## src/hw/panda_stream_pkg.sv

```systemverilog
// Stream-side types shared by the load-and-run controller.
// Address and length words of the source and sink streams, plus sequencer states.
package panda_stream_pkg;

   typedef logic [31:0] addr_t;       // Byte address
   typedef logic [31:0] len_t;        // Length in packets
   typedef logic [31:0] param_word_t; // One register-file word

   // Load order, then run and terminate
   typedef enum logic [3:0] {
      IDLE,
      LOAD_CONFIG,
      LOAD_INSTR,
      LOAD_LUT,
      LOAD_SPARSITY,
      LOAD_ACTIVATION,
      LOAD_WEIGHT_CONV,
      LOAD_WEIGHT_FC,
      ACCEL_RUN,       // Single-cycle engine start
      ACCEL_RUNNING,   // Output drained until engine done
      TERMINATE        // Wait for sources idle
   } seq_state_e;

endpackage

```

## src/hw/panda_param_pkg.sv

```systemverilog
// Register-file layout of the accelerator wrapper parameter words.
// Word indices per memory region, memory demux select codes and engine modes.
// Import wherever the parameter array or the memory select is decoded.
package panda_param_pkg;

   localparam int unsigned PANDA_NB_PARAMS = 23; // Total parameter words

   // Regions in load order, each as size N, address-stream base A, data-stream base D
   localparam int unsigned CONFIG_N         = 0;
   localparam int unsigned CONFIG_A         = 1;
   localparam int unsigned CONFIG_D         = 2;
   localparam int unsigned INSTR_N          = 3;
   localparam int unsigned INSTR_A          = 4;
   localparam int unsigned INSTR_D          = 5;
   localparam int unsigned LUT_N            = 6;
   localparam int unsigned LUT_A            = 7;
   localparam int unsigned LUT_D            = 8;
   localparam int unsigned SPARSITY_N       = 9;
   localparam int unsigned SPARSITY_A       = 10;
   localparam int unsigned SPARSITY_D       = 11;
   localparam int unsigned ACTIVATION_N     = 12;
   localparam int unsigned ACTIVATION_A     = 13;
   localparam int unsigned ACTIVATION_D     = 14;
   localparam int unsigned WEIGHT_CONV_N    = 15;
   localparam int unsigned WEIGHT_CONV_A    = 16;
   localparam int unsigned WEIGHT_CONV_D    = 17;
   localparam int unsigned WEIGHT_FC_N      = 18;
   localparam int unsigned WEIGHT_FC_A      = 19;
   localparam int unsigned WEIGHT_FC_D      = 20;

   // Output sink of the run phase
   localparam int unsigned OUTPUT_N         = 21; // Result packets
   localparam int unsigned OUTPUT_ADDR      = 22; // Result base address

   // Memory demux select, NULL means no memory is written
   typedef enum logic [2:0] {
      NULL        = 3'd0,
      CONFIG      = 3'd1,
      INSTR       = 3'd2,
      LUT         = 3'd3,
      SPARSITY    = 3'd4,
      ACTIVATION  = 3'd5,
      WEIGHT_CONV = 3'd6,
      WEIGHT_FC   = 3'd7
   } mem_sel_e;

   // Engine mode as set by the host
   typedef logic [1:0] mode_t;

   localparam mode_t MODE_FC   = 2'd0; // Fully connected, FC weights only
   localparam mode_t MODE_CONV = 2'd1; // Conv weights then FC weights
   // Other codes skip weight loading

endpackage
```

## src/hw/panda_ctrl_top.sv

```systemverilog
// Load-and-run controller of the accelerator wrapper.
// Fills the accelerator memories from the A/B source streams, runs the engine
// and drains its results to the C sink. Loose streamer and engine ports.
module panda_ctrl_top
   import panda_param_pkg::*;
   import panda_stream_pkg::*;
(
   input  logic        clk_i,
   input  logic        rst_ni,
   input  logic        clear_i,
   input  logic        start_i,
   input  param_word_t params_i [PANDA_NB_PARAMS],
   input  mode_t       mode_i,
   input  logic        engine_done_i,
   // Streamer flags
   input  logic        a_ready_start_i,
   input  logic        b_ready_start_i,
   input  logic        c_ready_start_i,
   input  logic        a_valid_i,
   input  logic        b_valid_i,
   input  logic        c_valid_i,
   // Streamer control
   output logic        a_req_start_o,
   output logic        b_req_start_o,
   output logic        c_req_start_o,
   output addr_t       a_base_addr_o,
   output addr_t       b_base_addr_o,
   output addr_t       c_base_addr_o,
   output len_t        src_len_o,
   output len_t        out_len_o,
   output logic        stream_ready_o,  // Also the memory write enable
   output logic        out_ready_o,
   output mem_sel_e    mem_sel_o,
   // Engine control
   output logic        engine_clear_o,
   output logic        engine_enable_o,
   output logic        engine_start_o,
   output logic        done_o
);

   seq_state_e state;
   logic       load_active;
   logic       drain_active;
   logic       region_done;

   panda_load_sequencer i_sequencer (
      .clk_i, .rst_ni, .clear_i, .start_i, .mode_i, .engine_done_i,
      .region_done_i   (region_done),
      .a_ready_start_i, .b_ready_start_i,
      .state_o         (state),
      .load_active_o   (load_active),
      .drain_active_o  (drain_active),
      .engine_clear_o, .engine_enable_o, .engine_start_o, .done_o
   );

   panda_region_map i_region_map (
      .state_i      (state),
      .params_i,
      .region_len_o (src_len_o),
      .a_base_o     (a_base_addr_o),
      .b_base_o     (b_base_addr_o),
      .out_len_o,
      .out_base_o   (c_base_addr_o),
      .mem_sel_o
   );

   panda_packet_counter i_packet_counter (
      .clk_i, .rst_ni, .clear_i,
      .load_active_i (load_active),
      .region_len_i  (src_len_o),
      .a_valid_i, .b_valid_i, .a_ready_start_i, .b_ready_start_i,
      .stream_ready_o,
      .region_done_o (region_done),
      .a_req_start_o, .b_req_start_o
   );

   panda_output_drain i_output_drain (
      .clk_i, .rst_ni, .clear_i,
      .drain_active_i (drain_active),
      .out_len_i      (out_len_o),
      .c_valid_i, .c_ready_start_i,
      .out_ready_o, .c_req_start_o
   );

endmodule

```

## src/hw/panda_load_sequencer.sv

```systemverilog
// Top FSM of the controller: walks the memory regions in load order,
// starts the engine, waits for its done flag and then for idle sources.
// Region progress comes from the packet counter as a level.
module panda_load_sequencer
   import panda_param_pkg::*;
   import panda_stream_pkg::*;
(
   input  logic       clk_i,
   input  logic       rst_ni,
   input  logic       clear_i,          // Soft clear back to IDLE
   input  logic       start_i,          // Start strobe from the register file
   input  mode_t      mode_i,
   input  logic       engine_done_i,
   input  logic       region_done_i,    // Current region fully transferred
   input  logic       a_ready_start_i,
   input  logic       b_ready_start_i,
   output seq_state_e state_o,
   output logic       load_active_o,    // Any of the seven load states
   output logic       drain_active_o,   // Output sink phase
   output logic       engine_clear_o,
   output logic       engine_enable_o,
   output logic       engine_start_o,
   output logic       done_o
);

   seq_state_e state_q, state_d;
   logic       srcs_idle;

   assign srcs_idle = a_ready_start_i && b_ready_start_i; // Both sources can take a new job

   // State register
   always_ff @(posedge clk_i or negedge rst_ni) begin
      if (!rst_ni) begin
         state_q <= IDLE;
      end else if (clear_i) begin
         state_q <= IDLE;
      end else begin
         state_q <= state_d;
      end
   end

   // Next state
   always_comb begin
      state_d = state_q;
      unique case (state_q)
         IDLE: begin
            if (start_i) state_d = LOAD_CONFIG;
         end
         LOAD_CONFIG: begin
            if (region_done_i) state_d = LOAD_INSTR;
         end
         LOAD_INSTR: begin
            if (region_done_i) state_d = LOAD_LUT;
         end
         LOAD_LUT: begin
            if (region_done_i) state_d = LOAD_SPARSITY;
         end
         LOAD_SPARSITY: begin
            if (region_done_i) state_d = LOAD_ACTIVATION;
         end
         LOAD_ACTIVATION: begin
            // Weight regions depend on the layer type
            if (region_done_i) begin
               if (mode_i == MODE_CONV) begin
                  state_d = LOAD_WEIGHT_CONV;
               end else if (mode_i == MODE_FC) begin
                  state_d = LOAD_WEIGHT_FC;
               end else begin
                  state_d = ACCEL_RUN; // No weights to load
               end
            end
         end
         LOAD_WEIGHT_CONV: begin
            if (region_done_i) state_d = LOAD_WEIGHT_FC; // Conv always continues to FC
         end
         LOAD_WEIGHT_FC: begin
            if (region_done_i) state_d = ACCEL_RUN;
         end
         ACCEL_RUN: begin
            state_d = ACCEL_RUNNING; // One cycle only
         end
         ACCEL_RUNNING: begin
            if (engine_done_i) state_d = TERMINATE;
         end
         TERMINATE: begin
            if (srcs_idle) state_d = IDLE;
         end
         default: begin
            state_d = IDLE;
         end
      endcase
   end

   // Phase levels for the counters
   assign load_active_o  = state_q inside {LOAD_CONFIG, LOAD_INSTR, LOAD_LUT, LOAD_SPARSITY,
                                           LOAD_ACTIVATION, LOAD_WEIGHT_CONV, LOAD_WEIGHT_FC};
   assign drain_active_o = (state_q == ACCEL_RUNNING);

   // Engine controls
   assign engine_clear_o  = (state_q == IDLE);                        // Held in reset while idle
   assign engine_enable_o = (state_q != IDLE) && (state_q != TERMINATE);
   assign engine_start_o  = (state_q == ACCEL_RUN);

   // Done in the cycle that returns to IDLE
   assign done_o = (state_q == TERMINATE) && srcs_idle;

   assign state_o = state_q;

endmodule

```

## src/hw/panda_output_drain.sv

```systemverilog
// Counts result handshakes on the output sink while the engine runs
// and requests the sink start before the first result packet.
// Stops accepting once the output size is reached.
module panda_output_drain
   import panda_stream_pkg::*;
(
   input  logic clk_i,
   input  logic rst_ni,
   input  logic clear_i,
   input  logic drain_active_i,   // Sequencer in ACCEL_RUNNING
   input  len_t out_len_i,
   input  logic c_valid_i,
   input  logic c_ready_start_i,
   output logic out_ready_o,
   output logic c_req_start_o
);

   len_t cnt_q;
   logic clr_q;
   logic cnt_full;

   assign cnt_full = (cnt_q == out_len_i); // Count holds here until the run ends

   assign out_ready_o = drain_active_i && !clr_q && !cnt_full && c_valid_i;

   // Only before the first result, never again in the same run
   assign c_req_start_o = drain_active_i && !clr_q && !cnt_full && (cnt_q == '0)
                          && c_ready_start_i;

   always_ff @(posedge clk_i or negedge rst_ni) begin
      if (!rst_ni) begin
         clr_q <= 1'b1;
         cnt_q <= '0;
      end else if (clear_i) begin
         clr_q <= 1'b1;
         cnt_q <= '0;
      end else begin
         clr_q <= !drain_active_i;        // Cleared outside the run
         if (clr_q) begin
            cnt_q <= '0;
         end else if (out_ready_o) begin
            cnt_q <= cnt_q + len_t'(1);
         end
      end
   end

endmodule

```

## src/hw/panda_packet_counter.sv

```systemverilog
// Counts address/data handshakes of the region being loaded and raises
// the start requests of both source streams at the beginning of a region.
// Every cycle with stream_ready_o high is one memory write.
module panda_packet_counter
   import panda_stream_pkg::*;
(
   input  logic clk_i,
   input  logic rst_ni,
   input  logic clear_i,
   input  logic load_active_i,    // Sequencer in a load state
   input  len_t region_len_i,
   input  logic a_valid_i,
   input  logic b_valid_i,
   input  logic a_ready_start_i,
   input  logic b_ready_start_i,
   output logic stream_ready_o,
   output logic region_done_o,
   output logic a_req_start_o,
   output logic b_req_start_o
);

   len_t cnt_q;
   logic clr_q, clr_d;   // Registered counter clear
   logic cnt_full;       // All packets of the region seen

   assign cnt_full      = (cnt_q == region_len_i);
   assign region_done_o = cnt_full && !clr_q;     // Stale count ignored while clearing

   // Clear for the next cycle unless loading continues
   assign clr_d = !load_active_i || region_done_o;

   // One packet per cycle with both streams valid
   assign stream_ready_o = load_active_i && !clr_q && !cnt_full && a_valid_i && b_valid_i;

   // Kick both sources before the first packet
   assign a_req_start_o = load_active_i && !clr_q && !region_done_o && (cnt_q == '0)
                          && a_ready_start_i && b_ready_start_i;
   assign b_req_start_o = a_req_start_o; // Both sources start together

   always_ff @(posedge clk_i or negedge rst_ni) begin
      if (!rst_ni) begin
         clr_q <= 1'b1;
         cnt_q <= '0;
      end else if (clear_i) begin
         clr_q <= 1'b1;
         cnt_q <= '0;
      end else begin
         clr_q <= clr_d;
         if (clr_q) begin
            cnt_q <= '0;                  // Region entry
         end else if (stream_ready_o) begin
            cnt_q <= cnt_q + len_t'(1);
         end
      end
   end

endmodule

```

## src/hw/panda_region_map.sv

```systemverilog
// Decodes the sequencer state into the transfer setup of the current region:
// size, source base addresses, memory select and the output sink setup.
// Purely combinational.
module panda_region_map
   import panda_param_pkg::*;
   import panda_stream_pkg::*;
(
   input  seq_state_e  state_i,
   input  param_word_t params_i [PANDA_NB_PARAMS],
   output len_t        region_len_o,  // Source transfer size
   output addr_t       a_base_o,      // Address stream base
   output addr_t       b_base_o,      // Data stream base
   output len_t        out_len_o,     // Sink transfer size
   output addr_t       out_base_o,    // Sink base
   output mem_sel_e    mem_sel_o
);

   always_comb begin
      // Zero and NULL unless a region or the run is active
      region_len_o = '0;
      a_base_o     = '0;
      b_base_o     = '0;
      out_len_o    = '0;
      out_base_o   = '0;
      mem_sel_o    = NULL;
      unique case (state_i)
         LOAD_CONFIG: begin
            region_len_o = params_i[CONFIG_N];
            a_base_o     = params_i[CONFIG_A];
            b_base_o     = params_i[CONFIG_D];
            mem_sel_o    = CONFIG;
         end
         LOAD_INSTR: begin
            region_len_o = params_i[INSTR_N];
            a_base_o     = params_i[INSTR_A];
            b_base_o     = params_i[INSTR_D];
            mem_sel_o    = INSTR;
         end
         LOAD_LUT: begin
            region_len_o = params_i[LUT_N];
            a_base_o     = params_i[LUT_A];
            b_base_o     = params_i[LUT_D];
            mem_sel_o    = LUT;
         end
         LOAD_SPARSITY: begin
            region_len_o = params_i[SPARSITY_N];
            a_base_o     = params_i[SPARSITY_A];
            b_base_o     = params_i[SPARSITY_D];
            mem_sel_o    = SPARSITY;
         end
         LOAD_ACTIVATION: begin
            region_len_o = params_i[ACTIVATION_N];
            a_base_o     = params_i[ACTIVATION_A];
            b_base_o     = params_i[ACTIVATION_D];
            mem_sel_o    = ACTIVATION;
         end
         LOAD_WEIGHT_CONV: begin
            region_len_o = params_i[WEIGHT_CONV_N];
            a_base_o     = params_i[WEIGHT_CONV_A];
            b_base_o     = params_i[WEIGHT_CONV_D];
            mem_sel_o    = WEIGHT_CONV;
         end
         LOAD_WEIGHT_FC: begin
            region_len_o = params_i[WEIGHT_FC_N];
            a_base_o     = params_i[WEIGHT_FC_A];
            b_base_o     = params_i[WEIGHT_FC_D];
            mem_sel_o    = WEIGHT_FC;
         end
         ACCEL_RUN, ACCEL_RUNNING: begin
            out_len_o  = params_i[OUTPUT_N];    // Sink setup valid one cycle before draining
            out_base_o = params_i[OUTPUT_ADDR];
         end
         default: ;
      endcase
   end

endmodule

```

## config.mk

```make
export PLATFORM = sky130hd
export DESIGN_NAME = panda_ctrl_top
export DESIGN_NICKNAME = d
export VERILOG_FILES = /design/src/hw/panda_stream_pkg.sv /design/src/hw/panda_param_pkg.sv /design/src/hw/panda_ctrl_top.sv /design/src/hw/panda_load_sequencer.sv /design/src/hw/panda_output_drain.sv /design/src/hw/panda_packet_counter.sv /design/src/hw/panda_region_map.sv
export SDC_FILE = /design/constraint.sdc
export NUM_CORES = 1
export LEC_CHECK = 0
export ABC_AREA = 1
export BUFFER_PORTS_ARGS = -buffer_cell sky130_fd_sc_hd__buf_2
export CORE_AREA = 2 2 358 360
export CTS_BUF_LIST = sky130_fd_sc_hd__clkbuf_16
export DETAILED_ROUTE_END_ITERATION = 7
export DIE_AREA = 0 0 360 362
export SYNTH_ARGS = -nofsm -noshare
export SYNTH_HDL_FRONTEND = slang
export SYNTH_SLANG_ARGS = --single-unit
```

## constraint.sdc

```tcl
create_clock -name clk_i -period 3.9 [get_ports clk_i]
set_clock_uncertainty 0.2 [all_clocks]
set_input_delay 0.585 -clock clk_i [delete_from_list [all_inputs] [get_ports clk_i]]
set_output_delay 0.585 -clock clk_i [all_outputs]
set_load 0.05 [all_outputs]
```

; ---- After elaboration in Yosys (flattened, before gate mapping)
; Cells that the tools add are included.
[word_totals]
register_bits = 70
inputBits = 749
output_inout_bits = 172
word_cells = 94
[classes]
addsub = 2
n_eq_ne = 24
muxes = 28
n_reduce_logical = 35
[ops]
columns = cell, n
row1 = $pmux W32 S7, 3
row2 = $mux W32, 8
row3 = $add A32 B1 Y32 const B, 2
row4 = $eq A32 B32 Y1, 2
row5 = $logic_not A32 Y1, 2
row6 = $mux W4, 13
row7 = $pmux W4 S11, 1
row8 = $ne A3 B2 Y1 const B, 8
row9 = $pmux W3 S7, 1
row10 = $logic_and A1 B1 Y1, 17
row11 = $eq A4 B3 Y1 const B, 4
row12 = $eq A4 B4 Y1 const B, 3
row13 = $reduce_and A10 Y1, 1
row14 = $eq A4 B2 Y1 const B, 2
row15 = $logic_not A1 Y1, 7
row16 = $reduce_bool A7 Y1, 1
row17 = $ne A3 B3 Y1 const B, 2
row18 = $reduce_bool A3 Y1, 2
row19 = $eq A4 B1 Y1 const B, 1
row20 = $logic_not A4 Y1, 1
row21 = $ne A4 B4 Y1 const B, 1
row22 = $reduce_bool A4 Y1, 1
row23 = $eq A2 B1 Y1 const B, 1
row24 = $logic_not A2 Y1, 1
row25 = 3 further kinds, 4

; ---- Longest topological paths before layout
[logic_depth]
word_depth = 10
ltp_mapped = 22
depth_no_buf = 19

; ---- Modules after synthesis
; A second synthesis with hierarchy kept.
[hier_totals]
cells_unflattened = 2655
hier_area_um2 = 13386.6
[modules_own_cells]
columns = mod, n_inst, cells_per_inst, area_each_um2, seq_area_each_um2
row1 = panda_region_map, 1, 1629, 6989.2, 0.0
row2 = panda_packet_counter, 1, 486, 3016.6, 827.0
row3 = panda_output_drain, 1, 473, 2981.6, 827.0
row4 = panda_load_sequencer, 1, 67, 399.1, 100.1

; ---- Worst setup path after synthesis
; Ideal clock, no wire load.
[synth_timing]
path_kind = register -> output
startpoint = reg i_sequencer.state_q[3], in the netlist i_sequencer.state_o[3]
endpoint = out b_req_start_o
arrival_ns = 3.088
required_ns = 3.115
setup_slack_ns = 0.027
path_stages_with_launch = 21
cell_sequence = dfrtp_1 buf_2 inv_2 nand2_1 nor2_1 buf_2 nand2_1 nand2_1 nor2_1 nand2_1 nand2_1 nand2_1 clkinv_1 nand2_1 nor2_1 nand2_1 nor2_1 nand3_1 nand2_1 nor2_1 buf_4
[synth_via]
elab_chain_cells = 9
elab_cells_between_ends = 17
[synth_rtl]
columns = element, line_no
row1 = start: declaration, panda_load_sequencer.sv:26  ; seq_state_e state_q, state_d;
row2 = start signal: assignment, panda_load_sequencer.sv:38  ; state_q <= state_d;
row3 = "$eq A4 B3 Y1, or another cell as far along", panda_region_map.sv:26  ; unique case (state_i)
row4 = $pmux W32 S7 (*), panda_region_map.sv:26
row5 = via src_len_o[11], panda_ctrl_top.sv:29  ; output len_t src_len_o,
row6 = $eq A32 B32 Y1 (*), panda_packet_counter.sv:26  ; assign cnt_full = (cnt_q == region_len_i);
row7 = $logic_and A1 B1 Y1 (*), panda_packet_counter.sv:27  ; assign region_done_o = cnt_full && !clr_q;
row8 = $logic_not A1 Y1 (*), panda_packet_counter.sv:36  ; assign a_req_start_o = load_active_i && !clr_q && !region_done_o && (cnt_q == '0)
row9 = $logic_and A1 B1 Y1 (*) (2 in a row), panda_packet_counter.sv:36
row10 = $logic_and A1 B1 Y1 (*) (2 in a row), panda_packet_counter.sv:37  ; && a_ready_start_i && b_ready_start_i;
row11 = end: declaration, panda_ctrl_top.sv:24  ; output logic b_req_start_o,
; The timed path passes the listed nets; every way through them passes the cells marked *.

; ---- Final worst setup path
[layout_timing]
startpoint = reg i_sequencer.state_q[3], in the netlist i_sequencer.state_o[3]
endpoint = out stream_ready_o
[layout_via]
elab_chain_cells = 7
elab_cells_between_ends = 15
[layout_rtl]
columns = element, line_no
row1 = "$eq A4 B3 Y1, or another cell as far along", "panda_load_sequencer.sv:95, panda_region_map.sv:26"
row2 = $pmux W32 S7, panda_region_map.sv:26
row3 = $eq A32 B32 Y1, panda_packet_counter.sv:26
row4 = $logic_not A1 Y1, panda_packet_counter.sv:33  ; assign stream_ready_o = load_active_i && !clr_q && !cnt_full && a_valid_i && b_valid_i;
row5 = $logic_and A1 B1 Y1 (*) (3 in a row), panda_packet_counter.sv:33
row6 = end: declaration, panda_ctrl_top.sv:31  ; output logic stream_ready_o,
; Every way passes the cells marked *; elsewhere a longest branch is shown, timed or not.

==> results.yml <==
status:
  status: "finished with violations"
  violations: "negative setup slack"
layout:
  num-fill-cells: 15000
  nNetsFinal: 3741
  mostFrequentLayoutCells: "909 x buf_2, 763 x nand2_1, 220 x nor2_1"
  final_core_util_pct: 15.5
  final-instance-count-excl-fill: 4712
  syn_to_final_growth_pct: 76.9
  final_common_cell: "buf_2"
  layout-drive-gt1-share_pct: 39.2
  postLayoutCellArea_um2: 19600
power:
  ir_drop_v: 0.000290
  power_mw: 11.6
  combPwrFrac_pct: 84.8
  p_switching_mw: 7.74
  p_leak_nw: 10.2
  internal_power_mw: 3.87
  p_sw_share_pct: 66.7
  pwr-share-clk_pct: 8.5
  power_density_nw_per_um2: 592
  seqPwrFrac_pct: 6.7
cts:
  clock-sinks: 70
  clock_latency_ps: 380
  numCtsBuffers: 9
  hold_buffers: 0
  cts_buffer_depth: 2
  path_clk_slew_ps: 80
  cts_root_buffer: "clkbuf_16"
  htree_levels: 3
  cts_tree: "yes"
place:
  io_buffers: 920
  dp_hpwl_mm: 119
  gp_congestion: 1.03
  place_inst: 4610
  dp_slack_ps: -650
  dpl_cell_area_um2: 18300
worst_setup_path:
  rrSetupSlack_ps: 350
  cp.required_ps: 3120
  critPathKind: "reg2out"
  critical_path_arrival_ps: 3160
  crit_start: "i_sequencer.state_o[3]$_DFFE_PN0P_"
  timing.rr.end: "i_packet_counter.cnt_q[22]$_DFFE_PN0P_"
  reg2reg_depth: 22
  endpoint: "stream_ready_o"
  worstSetupStartpointType: "flip-flop"
  end_kind: "primary output"
  worstPathMaxFanout: 17
  rr_startpoint: "i_sequencer.state_o[3]$_DFFE_PN0P_"
floorplanning:
  die_x_um: 360
  die_y_um: 362
  fp.dieArea_um2: 130000
  rows: 131
  initial_core_util_pct: 8.75
  io_pins: 921
  core_area_um2: 127000
sta:
  drv_slew: 0
  timing.final.crit_share_pct: 101
  setup_viol: 1
  rsz0062_at_grt: "yes"
  fin_tns_setup_ps: -46.8
  setup_ws_ps: -46.8
  tightest_slew_ps: 1010
  post-route-min-period_ps: 3950
  whs_ps: 189
  clock.fmax_ghz: 0.253
  finalHoldViolCount: 0
  slew-limit-headroom_pct: 32.6
synth:
  syn_inst: 2059
  syn_area_per_cell_um2: 5.39
  synth-edff-count: 0
  syn_area_um2: 11100
  ys_ff_latch: 70
  yosysWarnings: 0
  postSynth.asyncResetShare_pct: 100
  synth_ff_type: "dfrtp_1"
  ys_seq_area_share_pct: 15.8
  synth_nets: 2812
  synth.distinct_cells: 32
hold_path:
  holdCritPathClass: "in2async"
drt:
  wirelength_mm: 136
  drt_iter0_drc: 2468
  route.detailed.drc: 0
  highest_layer: "met5"
  first_pass_iters: 5
  antenna_left: 0
  via_per_inst: 4.24
  drt-met1-wl_mm: 53.1
  post_drt_wl_per_cell_um: 28.9
  wl_met3_mm: 23.8
  vias: 20000
  met2_wirelength_mm: 52.9
global_route:
  grt_max_degree: 63
  first_global_vias: 18300
  antenna_found_initial: 141
  grt_pass1_wl_mm: 173
  grtUsageTotal_pct: 19.8
  grt.overflow.total: 0
job:
  maxCapViolations: 0
-- worst max-delay path, cell delays in order, from the launching register on --
cell     delay, ps
dfrtp_1        400
buf_4          200
nor2_4         120
buf_4          160
buf_12         180
nand3_1        220
nand2_2        160
nor2_4          60
nand2_1         80
nand2_1         50
nand2_1         60
nand2_1         60
nor2_1         110
nand2_1         80
nor2_2         140
nand3_2        160
buf_4          180
nand3_2        110
inv_2           70
buf_12         150
-- worst min path at each step --
stage                                                    from                                endpoint  slack, ps  cells after the start
final                                                  rst_ni  i_packet_counter.cnt_q[16]$_DFFE_PN0P_        190                      1
after global routing                                   rst_ni  i_packet_counter.cnt_q[16]$_DFFE_PN0P_        240                      1
after CTS                                              rst_ni  i_packet_counter.cnt_q[16]$_DFFE_PN0P_        210                      1
after detailed placement  i_output_drain.cnt_q[3]$_DFFE_PN0P_     i_output_drain.cnt_q[3]$_DFFE_PN0P_        350                      2
after global placement    i_output_drain.cnt_q[3]$_DFFE_PN0P_     i_output_drain.cnt_q[3]$_DFFE_PN0P_        350                      2
after floorplan                                        rst_ni     i_output_drain.cnt_q[0]$_DFFE_PN0P_         90                      0
-- registers in the layout, summed over array words and instances (netlist names) --
name,count
i_output_drain.clr_q,1
i_packet_counter.cnt_q,32
i_output_drain.cnt_q,32
i_packet_counter.clr_q,1
i_sequencer.state_o,4
-- cell type report --
type / count / area [um^2] / share of cell area (%)
Clock buffer: 9 / 225 / 1.15
Tap cell: 1662 / 2080 / 10.6
Antenna cell: 57 / 143 / 0.727
Inverter: 183 / 697 / 3.55
Sequential cell: 70 / 1760 / 8.95
Multi-Input combinational cell: 1665 / 8540 / 43.5
Clock inverter: 7 / 97.6 / 0.497
Timing Repair Buffer: 1059 / 6080 / 31.0
-- power groups by stage --
stage          clock network, mW  registers, mW  logic [mW]
4_1_cts                     1.01          0.779        9.55
3_5_place_dp                   0          0.791        9.25
5_1_grt                     1.03          0.785        10.2
2_1_floorplan                  0          0.780        5.14
3_3_place_gp                   0          0.789        9.29
6_report                   0.989          0.783        9.85
-- Yosys cell counts, types with 2 or more instances --
cell type / number / area [um^2]
a21oi_1: 4 / 20.0
a221oi_1: 64 / 561
a22o_1: 63 / 552
buf_1: 27 / 101
buf_2: 36 / 180
buf_4: 3 / 22.5
clkbuf_1: 75 / 282
dfrtp_1: 68 / 1700
dfstp_2: 2 / 52.6
ha_1: 4 / 50.1
inv_1: 177 / 664
inv_2: 5 / 18.8
nand2_1: 776 / 2910
nand2_2: 2 / 12.5
nand3_1: 183 / 916
nand3b_1: 2 / 15.0
nand4_1: 75 / 469
nor2_1: 258 / 968
nor2_2: 2 / 12.5
nor2_4: 3 / 33.8
nor3_1: 93 / 465
nor3b_1: 2 / 15.0
nor4_1: 44 / 275
xnor2_1: 18 / 158
xor2_1: 66 / 578
-- cells by family (layout without fill, tap and decap cells) --
logic type,after synthesis,after routing,synth area share [%]
other cells,0,57,0
simple gates,1442,1442,55.1
xor+xnor,84,84,6.63
flops,70,70,15.8
buf+inv,324,1258,11.5
fa+ha+maj,4,4,0.451
compound gates,135,135,10.5
-- layer usage --
metal	track usage, %	vias up
met5	0	-
met4	7.27	138
met3	13.4	316
met2	27.3	1413
met1	24.0	9394
li1	-	8696
-- timing repair --
item	4_1_cts	5_1_grt
resized for setup	65	62
pin swaps	9	19
cloned	1	3
buffers inserted	8	17
endpoints found under the hold margin	0	0
endpoints found under the setup margin	34	10
(Power assumes the default switching activity.)
